`src/common/armCtrlPkg.sv`:
```
package armCtrlPkg;

  // op field, bits 27:26
  localparam logic [1:0] opDp  = 2'b00;
  localparam logic [1:0] opMem = 2'b01;
  localparam logic [1:0] opBr  = 2'b10;

  // dp cmd field, bits 24:21
  localparam logic [3:0] cmdAnd = 4'b0000;
  localparam logic [3:0] cmdSub = 4'b0010;
  localparam logic [3:0] cmdAdd = 4'b0100;
  localparam logic [3:0] cmdOrr = 4'b1100;

  typedef logic [3:0] regAddrT;

  localparam regAddrT pcReg = 4'd15;

  typedef enum logic [3:0] {
    EQ = 4'b0000, NE, CS, CC, MI, PL, VS, VC,
    HI, LS, GE, LT, GT, LE, AL, NV
  } condT;

  typedef enum logic [1:0] {
    ADD = 2'b00,
    SUB = 2'b01,
    AND = 2'b10,
    ORR = 2'b11
  } aluCtrlT;

  typedef enum logic [1:0] {
    FWD_NONE = 2'b00,
    FWD_WB   = 2'b01,
    FWD_MEM  = 2'b10
  } fwdSelT;

  typedef struct packed {
    logic n;
    logic z;
    logic c;
    logic v;
  } flagsT;

  typedef struct packed {
    condT        cond;
    logic [1:0]  op;
    logic        imm;
    logic [3:0]  cmd;
    logic        s;
    regAddrT     rn;
    regAddrT     rd;
    logic [11:0] src2;   // rm in [3:0] when imm is clear
  } dpViewT;

  typedef struct packed {
    condT        cond;
    logic [1:0]  op;
    logic        imm;
    logic [3:0]  pubw;   // index/up/byte/writeback, not decoded
    logic        load;
    regAddrT     rn;
    regAddrT     rd;
    logic [11:0] offset;
  } memViewT;

  typedef struct packed {
    condT        cond;
    logic [1:0]  op;
    logic        tag;    // always 1 for b/bl
    logic        link;
    logic [23:0] offset;
  } brViewT;

  typedef union packed {
    dpViewT  dpView;
    memViewT memView;
    brViewT  brView;
  } instrT;

  typedef struct packed {
    logic [1:0] regSrc;
    logic [1:0] immSrc;
    logic       aluSrc;
    logic       memToReg;
    logic       regWrite;
    logic       memWrite;
    logic       branch;
    aluCtrlT    aluControl;
    logic [1:0] flagWrite;
    logic       pcSrc;
  } ctrlD;

  typedef struct packed {
    logic       aluSrc;
    aluCtrlT    aluControl;
    logic       memWrite;
    logic       memToReg;
    logic       regWrite;
    logic       branch;
    logic       pcSrc;
    logic [1:0] flagWrite;
    condT       cond;
  } ctrlE;

  typedef struct packed {
    logic memWrite;
    logic memToReg;
    logic regWrite;
    logic pcSrc;
  } ctrlM;

endpackage

```
`src/controller/mainDecoder.sv`:
```
`timescale 1ns/100ps

module mainDecoder (
  input  armCtrlPkg::instrT   instr,
  output armCtrlPkg::ctrlD    ctrl,
  output armCtrlPkg::regAddrT ra1,
  output armCtrlPkg::regAddrT ra2,
  output armCtrlPkg::regAddrT wa3
);

  import armCtrlPkg::*;

  logic    aluOp;   // dp class, cmd picks the alu op
  regAddrT rnSel;
  regAddrT rmSel;
  regAddrT rdSel;

  always_comb begin
    ctrl  = '0;
    aluOp = 1'b0;
    rnSel = '0;
    rmSel = '0;
    rdSel = '0;
    case (instr.dpView.op)
      opDp: begin
        ctrl.aluSrc   = instr.dpView.imm;
        ctrl.regWrite = 1'b1;
        aluOp         = 1'b1;
        rnSel         = instr.dpView.rn;
        rmSel         = instr.dpView.src2[3:0];
        rdSel         = instr.dpView.rd;
      end
      opMem: begin
        ctrl.regSrc[1] = ~instr.memView.load;   // str reads rd as data
        ctrl.immSrc    = 2'b01;
        ctrl.aluSrc    = 1'b1;
        ctrl.memToReg  = instr.memView.load;
        ctrl.regWrite  = instr.memView.load;
        ctrl.memWrite  = ~instr.memView.load;
        rnSel          = instr.memView.rn;
        rmSel          = instr.memView.offset[3:0];
        rdSel          = instr.memView.rd;
      end
      opBr: begin
        ctrl.regSrc = 2'b01;   // base is the pc
        ctrl.immSrc = 2'b10;
        ctrl.aluSrc = 1'b1;
        ctrl.branch = 1'b1;
      end
      default: ;   // unknown op stays a bubble
    endcase

    if (aluOp) begin
      case (instr.dpView.cmd)
        cmdAdd:  ctrl.aluControl = ADD;
        cmdSub:  ctrl.aluControl = SUB;
        cmdAnd:  ctrl.aluControl = AND;
        cmdOrr:  ctrl.aluControl = ORR;
        default: ctrl.aluControl = ADD;
      endcase
      // nz on any S, cv only for the adder ops
      ctrl.flagWrite[1] = instr.dpView.s;
      ctrl.flagWrite[0] = instr.dpView.s &
                          ((instr.dpView.cmd == cmdAdd) | (instr.dpView.cmd == cmdSub));
    end

    ctrl.pcSrc = ctrl.branch | (ctrl.regWrite & (rdSel == pcReg));
  end

  assign ra1 = ctrl.regSrc[0] ? pcReg : rnSel;
  assign ra2 = ctrl.regSrc[1] ? rdSel : rmSel;
  assign wa3 = rdSel;

endmodule

```
`src/controller/condUnit.sv`:
```
`timescale 1ns/100ps

module condUnit (
  input  logic              clk,
  input  logic              arstN,
  input  armCtrlPkg::condT  cond,
  input  logic [1:0]        flagWrite,
  input  armCtrlPkg::flagsT aluFlags,
  output logic              condEx
);

  import armCtrlPkg::*;

  flagsT flags;
  logic  ge;

  assign ge = (flags.n == flags.v);

  // checked against the stored flags, not this cycle's alu flags
  always_comb begin
    case (cond)
      EQ:      condEx = flags.z;
      NE:      condEx = ~flags.z;
      CS:      condEx = flags.c;
      CC:      condEx = ~flags.c;
      MI:      condEx = flags.n;
      PL:      condEx = ~flags.n;
      VS:      condEx = flags.v;
      VC:      condEx = ~flags.v;
      HI:      condEx = flags.c & ~flags.z;
      LS:      condEx = ~flags.c | flags.z;
      GE:      condEx = ge;
      LT:      condEx = ~ge;
      GT:      condEx = ~flags.z & ge;
      LE:      condEx = flags.z | ~ge;
      AL:      condEx = 1'b1;
      default: condEx = 1'b0;   // nv
    endcase
  end

  always_ff @(posedge clk or negedge arstN) begin
    if (!arstN) begin
      flags <= '0;
    end else begin
      if (flagWrite[1] && condEx) begin
        flags.n <= aluFlags.n;
        flags.z <= aluFlags.z;
      end
      if (flagWrite[0] && condEx) begin
        flags.c <= aluFlags.c;
        flags.v <= aluFlags.v;
      end
    end
  end

endmodule

```
`src/controller/controller.sv`:
```
`timescale 1ns/100ps

module controller (
  input  logic                clk,
  input  logic                arstN,
  input  armCtrlPkg::instrT   instrF,
  input  armCtrlPkg::flagsT   aluFlagsE,
  input  logic                stallD,
  input  logic                flushD,
  input  logic                flushE,
  output logic [1:0]          regSrcD,
  output logic [1:0]          immSrcD,
  output logic                aluSrcE,
  output armCtrlPkg::aluCtrlT aluControlE,
  output logic                branchTakenE,
  output logic                memToRegE,
  output logic                memWriteM,
  output logic                regWriteM,
  output logic                memToRegW,
  output logic                regWriteW,
  output logic                pcSrcW,
  output logic                pcWrPendingF,
  output armCtrlPkg::regAddrT ra1D,
  output armCtrlPkg::regAddrT ra2D,
  output armCtrlPkg::regAddrT ra1E,
  output armCtrlPkg::regAddrT ra2E,
  output armCtrlPkg::regAddrT wa3E,
  output armCtrlPkg::regAddrT wa3M,
  output armCtrlPkg::regAddrT wa3W
);

  import armCtrlPkg::*;

  instrT   instrD;
  logic    validD;   // low after reset or flush, D holds a bubble
  ctrlD    decD;
  ctrlD    cwD;
  ctrlE    cwE;
  ctrlM    cwM;
  ctrlM    cwNextM;
  regAddrT wa3D;
  logic    condExE;

  // branch in E overrides the load-use hold
  always_ff @(posedge clk or negedge arstN) begin
    if (!arstN) begin
      instrD <= '0;
      validD <= 1'b0;
    end else if (flushD && (!stallD || branchTakenE)) begin
      instrD <= '0;
      validD <= 1'b0;
    end else if (!stallD) begin
      instrD <= instrF;
      validD <= 1'b1;
    end
  end

  mainDecoder mainDecoder_inst (
    .instr (instrD),
    .ctrl  (decD),
    .ra1   (ra1D),
    .ra2   (ra2D),
    .wa3   (wa3D)
  );

  assign cwD = validD ? decD : '0;

  always_ff @(posedge clk or negedge arstN) begin
    if (!arstN) begin
      cwE  <= '0;
      ra1E <= '0;
      ra2E <= '0;
      wa3E <= '0;
    end else begin
      if (flushE)
        cwE <= '0;
      else
        cwE <= '{aluSrc: cwD.aluSrc, aluControl: cwD.aluControl,
                 memWrite: cwD.memWrite, memToReg: cwD.memToReg,
                 regWrite: cwD.regWrite, branch: cwD.branch, pcSrc: cwD.pcSrc,
                 flagWrite: cwD.flagWrite, cond: instrD.dpView.cond};
      ra1E <= ra1D;
      ra2E <= ra2D;
      wa3E <= wa3D;
    end
  end

  condUnit condUnit_inst (
    .clk       (clk),
    .arstN     (arstN),
    .cond      (cwE.cond),
    .flagWrite (cwE.flagWrite),
    .aluFlags  (aluFlagsE),
    .condEx    (condExE)
  );

  // failed condition kills every architectural write
  assign cwNextM = '{memWrite: cwE.memWrite & condExE, memToReg: cwE.memToReg,
                     regWrite: cwE.regWrite & condExE, pcSrc: cwE.pcSrc & condExE};

  always_ff @(posedge clk or negedge arstN) begin
    if (!arstN) begin
      cwM       <= '0;
      wa3M      <= '0;
      memToRegW <= 1'b0;
      regWriteW <= 1'b0;
      pcSrcW    <= 1'b0;
      wa3W      <= '0;
    end else begin
      cwM       <= cwNextM;
      wa3M      <= wa3E;
      memToRegW <= cwM.memToReg;
      regWriteW <= cwM.regWrite;
      pcSrcW    <= cwM.pcSrc;
      wa3W      <= wa3M;
    end
  end

  assign regSrcD      = cwD.regSrc;
  assign immSrcD      = cwD.immSrc;
  assign aluSrcE      = cwE.aluSrc;
  assign aluControlE  = cwE.aluControl;
  assign memToRegE    = cwE.memToReg;
  assign branchTakenE = cwE.branch & condExE;
  assign memWriteM    = cwM.memWrite;
  assign regWriteM    = cwM.regWrite;
  assign pcWrPendingF = cwD.pcSrc | cwE.pcSrc | cwM.pcSrc;   // E is ungated here

endmodule

```
`src/rtl/hazardUnit.sv`:
```
`timescale 1ns/100ps

module hazardUnit (
  input  armCtrlPkg::regAddrT ra1D,
  input  armCtrlPkg::regAddrT ra2D,
  input  armCtrlPkg::regAddrT ra1E,
  input  armCtrlPkg::regAddrT ra2E,
  input  armCtrlPkg::regAddrT wa3E,
  input  armCtrlPkg::regAddrT wa3M,
  input  armCtrlPkg::regAddrT wa3W,
  input  logic                memToRegE,
  input  logic                regWriteM,
  input  logic                regWriteW,
  input  logic                pcSrcW,
  input  logic                branchTakenE,
  input  logic                pcWrPendingF,
  output armCtrlPkg::fwdSelT  forwardAE,
  output armCtrlPkg::fwdSelT  forwardBE,
  output logic                stallF,
  output logic                stallD,
  output logic                flushD,
  output logic                flushE
);

  import armCtrlPkg::*;

  logic ldrStall;

  // youngest producer wins, M before W
  function automatic fwdSelT pickFwd(
    input regAddrT ra,
    input logic    wrM,
    input regAddrT waM,
    input logic    wrW,
    input regAddrT waW
  );
    fwdSelT sel;
    if (wrM && (waM == ra))
      sel = FWD_MEM;
    else if (wrW && (waW == ra))
      sel = FWD_WB;
    else
      sel = FWD_NONE;
    return sel;
  endfunction

  assign forwardAE = pickFwd(ra1E, regWriteM, wa3M, regWriteW, wa3W);
  assign forwardBE = pickFwd(ra2E, regWriteM, wa3M, regWriteW, wa3W);

  // ldr result not ready until M, hold D one cycle
  assign ldrStall = memToRegE & ((wa3E == ra1D) | (wa3E == ra2D));

  assign stallD = ldrStall;
  assign stallF = ldrStall | pcWrPendingF;   // fetch waits for the new pc

  assign flushD = pcWrPendingF | pcSrcW | branchTakenE;
  assign flushE = ldrStall | branchTakenE;

endmodule

```
`src/rtl/armControlTop.sv`:
```
`timescale 1ns/100ps

module armControlTop (
  input  logic                clk,
  input  logic                arstN,
  input  armCtrlPkg::instrT   instrF,
  input  armCtrlPkg::flagsT   aluFlagsE,
  output logic [1:0]          regSrcD,
  output logic [1:0]          immSrcD,
  output logic                aluSrcE,
  output armCtrlPkg::aluCtrlT aluControlE,
  output logic                branchTakenE,
  output logic                memToRegE,
  output logic                memWriteM,
  output logic                regWriteM,
  output logic                memToRegW,
  output logic                regWriteW,
  output logic                pcSrcW,
  output logic                pcWrPendingF,
  output armCtrlPkg::fwdSelT  forwardAE,
  output armCtrlPkg::fwdSelT  forwardBE,
  output logic                stallF,
  output logic                stallD,
  output logic                flushD,
  output logic                flushE
);

  import armCtrlPkg::*;

  // register numbers passed to the hazard unit
  regAddrT ra1D;
  regAddrT ra2D;
  regAddrT ra1E;
  regAddrT ra2E;
  regAddrT wa3E;
  regAddrT wa3M;
  regAddrT wa3W;

  controller controller_inst (
    .clk          (clk),
    .arstN        (arstN),
    .instrF       (instrF),
    .aluFlagsE    (aluFlagsE),
    .stallD       (stallD),
    .flushD       (flushD),
    .flushE       (flushE),
    .regSrcD      (regSrcD),
    .immSrcD      (immSrcD),
    .aluSrcE      (aluSrcE),
    .aluControlE  (aluControlE),
    .branchTakenE (branchTakenE),
    .memToRegE    (memToRegE),
    .memWriteM    (memWriteM),
    .regWriteM    (regWriteM),
    .memToRegW    (memToRegW),
    .regWriteW    (regWriteW),
    .pcSrcW       (pcSrcW),
    .pcWrPendingF (pcWrPendingF),
    .ra1D         (ra1D),
    .ra2D         (ra2D),
    .ra1E         (ra1E),
    .ra2E         (ra2E),
    .wa3E         (wa3E),
    .wa3M         (wa3M),
    .wa3W         (wa3W)
  );

  hazardUnit hazardUnit_inst (
    .ra1D         (ra1D),
    .ra2D         (ra2D),
    .ra1E         (ra1E),
    .ra2E         (ra2E),
    .wa3E         (wa3E),
    .wa3M         (wa3M),
    .wa3W         (wa3W),
    .memToRegE    (memToRegE),
    .regWriteM    (regWriteM),
    .regWriteW    (regWriteW),
    .pcSrcW       (pcSrcW),
    .branchTakenE (branchTakenE),
    .pcWrPendingF (pcWrPendingF),
    .forwardAE    (forwardAE),
    .forwardBE    (forwardBE),
    .stallF       (stallF),
    .stallD       (stallD),
    .flushD       (flushD),
    .flushE       (flushE)
  );

endmodule

```
`config.mk`:
```
export PLATFORM = sky130hd
export DESIGN_NAME = armControlTop
export DESIGN_NICKNAME = d
export VERILOG_FILES = /design/src/common/armCtrlPkg.sv /design/src/controller/mainDecoder.sv /design/src/controller/condUnit.sv /design/src/controller/controller.sv /design/src/rtl/hazardUnit.sv /design/src/rtl/armControlTop.sv
export SDC_FILE = /design/constraint.sdc
export NUM_CORES = 1
export LEC_CHECK = 0
export BUFFER_PORTS_ARGS = -buffer_cell sky130_fd_sc_hd__buf_4
export CORE_ASPECT_RATIO = 2
export CORE_MARGIN = 5
export CORE_UTILIZATION = 52
export DETAILED_ROUTE_END_ITERATION = 10
export PLACE_DENSITY_LB_ADDON = 0.3
export SLEW_MARGIN = 20
export SYNTH_ARGS = -nofsm -noshare
export SYNTH_HDL_FRONTEND = slang
export SYNTH_SLANG_ARGS = --single-unit
export TNS_END_PERCENT = 10
```
`constraint.sdc`:
```
create_clock -name clk -period 10.32 [get_ports clk]
set_input_delay 1.548 -clock clk [delete_from_list [all_inputs] [get_ports clk]]
set_output_delay 1.548 -clock clk [all_outputs]
set_load 0.01 [all_outputs]
```
==> run metrics <==
worst-path maximum fanout 30; All-Layer GR Usage around a fifth; Final setup viols 0; CTS max path bufs 2; first-pass GRT wire length about 13,000 µm; Post-Syn Nets 407; number of vias per cell approximately 5.7; synthesized area per cell about 10 µm²; clock sinks 70; EDFF count, synth 0; Period minus WS final approximately 5.4 ns; startpoint types register; largest net degree at the start of global routing 71; DIE AREA a little under 9000 µm²; Residual DRC 0; # IOs 61; ys flop type dfrtp_1; Core ar. 6890 µm²; drt first pass iters 4; Initial Util 52.9%; Warnings, synthesis 0; initial drt markers 132; number of diodes 0; WHS approximately 0.36 ns; CTS Root Buffer Type clkbuf_16; Hold Vio Cnt, Final 0; Slew headroom 39.5%; area share of the largest cell type after synthesis 48.1%; Final Max Slew Viols 0; Detail Route Antenna Nets 0; Peak VDD IR approximately 180 µV; area grow syn2layout 19.2%; type of the worst setup path reg2out; Pleak 0.00195 µW; initial antenna violation count 0; Synth area leaders dfrtp_1, o211ai_1, a22oi_1, xor2_1, a21oi_1; Die Y about 130 µm; port bufs 52; Post-Syn Area 3640 µm²; H-tree Lvls 3; Die X between 60 and 70 µm; Worst Path Required roughly 8.8 ns; vias 2,838; period utilisation layout 52.6%; Post-Route Skew 0.00525 ns; fin util 63.1%; Setup TNS 0 ns; Inserted Clock Buffers 9; outcome completed; Routed WL 7820 µm; fin nets 449; Overflow after GRT 0; fmax 184 MHz; Seq/Total Area, Yosys approximately half; max_cap viols 0; RSZ-0062 raised after global routing no; clock latency on the worst-skew pair 0.33 ns; routed len/inst 15.6 µm; Final Wtd Congestion 0.821; Clock transition at path regs 0.05 ns; PD cells approximately 340 nW/µm²; TritonCTS clock tree built; commonest non-fill, non-tap cell in the layout dfrtp_1; hpwl dp 5570 µm; PostCTS Resize Cnt 0; # hold bufs at CTS 0; total power about 1500 µW; CP arrival 3.88 ns; Synth cell types ~50; count of state elements after synthesis 70; Slew @ Worst Pin 0.908 ns; most frequent cells in the layout dfrtp_1, buf_4, a21oi_1, o211ai_1, nor2_1; cell count after synthesis 364; post-synth top area cell dfrtp_1; ratio of cells with drive above 1 in the final layout 21.7%; placed cell areas 4070 µm²; cell area after layout between 4000 and 5000 µm²; HP Class reg2reg; vias in the first global route 2,866; Async SR Flop Fraction 100%; Rows 43; buffer count from post-CTS setup fixing 0; Setup crit end kind output port
[path summary, 6_finish.rpt]
kind,start,to,slack [ns],cells past startpoint
hold / removal,controller_inst.cwM[2]$_DFF_PN0_,controller_inst.memToRegW$_DFF_PN0_,0.36,0
setup / recovery,controller_inst.instrD[27]$_DFFE_PN0P_,flushE,4.89,9
hold reg to reg,controller_inst.cwM[2]$_DFF_PN0_,controller_inst.memToRegW$_DFF_PN0_,0.36,0
max in group asynchronous,arstN,controller_inst.instrD[31]$_DFFE_PN0P_,8.46,1
setup reg to reg,controller_inst.instrD[27]$_DFFE_PN0P_,controller_inst.instrD[16]$_DFFE_PN0P_,6.60,8
min in group asynchronous,arstN,controller_inst.instrD[19]$_DFFE_PN0P_,1.33,1
[area by class of cell]
type,instances,area (µm²)
clock inverter,4,22.5
tap,90,113
clock buffer,12,246
fill,604,2540
inverter,14,52.6
multi-input combinational,252,1710
timing repair buffer,59,443
sequential,70,1750
[logic make-up (layout without fill, tap and decap cells)]
family,after synthesis,count (layout),share of synthesized area (%)
buffers and inverters,42,89,5.36
multiplexers,11,11,3.30
AO/OA/AOI/OAI,98,98,17.9
adder cells (fa/ha/maj),5,5,1.72
XOR/XNOR,21,21,5.05
flip-flops,70,70,48.1
AND/OR/NAND/NOR,117,117,18.6
[per-layer routing]
layer | up-vias | wire, µm | track usage [%]
li1 | 1403 | - | -
met5 | - | 0 | 0
met1 | 1354 | 2980 | 20.2
met2 | 65 | 4220 | 33.9
met3 | 16 | 399 | 4.93
met4 | 0 | 218 | 9.78
[worst max-delay path: stages (launching register included)]
cell      delay (ns)
dfrtp_1         0.56
inv_1           0.16
ha_1            0.30
nor2_1          0.69
nor2_1          0.08
a221o_1         0.39
or4b_4          0.72
o221ai_1        0.25
buf_4           0.23
buf_4           0.15
[Yosys cell counts, types with 2 or more instances]
cell type  count
a211oi_1       2
or4_1          2
mux2_2         4
nor4_1         8
and3b_1        2
nor2_1        23
buf_4          3
or3_1          2
o21ai_0        8
nor4b_1        3
or2_2          4
nand2b_1       6
o211ai_1      24
a31oi_1        4
ha_1           5
nand2_1       13
inv_1         14
nor3b_1       17
nor2b_1        8
xor2_1        17
clkbuf_1      19
dfrtp_1       70
a22oi_1       22
mux2i_1        6
nand3_1        7
buf_2          3
a21oi_1       27
nor3_1        14
xnor2_1        4
buf_6          3
a21boi_0       2
[where the power goes]
part,switching [µW],leakage (µW),internal (µW)
logic,398,0.000911,299
clock network,105,0.000132,168
registers,127,0.000903,393
total,630,0.00195,860
[through the flow]
step | std cells | worst slack [ns]
after global placement | 485 | 5.37
after detailed placement | 485 | 5.29
final | 501 | 4.89
after global routing | 501 | 4.70
after CTS | 501 | 4.90
after floorplan | 364 | 5.82
[flip-flops by register name (all words and copies together), names as in the netlist, 4 cells and up]
| name | cells |
|---|---|
| controller_inst.wa3W | 4 |
| controller_inst.ra1E | 4 |
| controller_inst.instrD | 24 |
| controller_inst.cwE | 10 |
| controller_inst.wa3E | 4 |
| controller_inst.ra2E | 4 |
| controller_inst.condUnit_inst.flags | 4 |
| controller_inst.wa3M | 4 |
No activity file was read; power rests on OpenSTA's default activity.
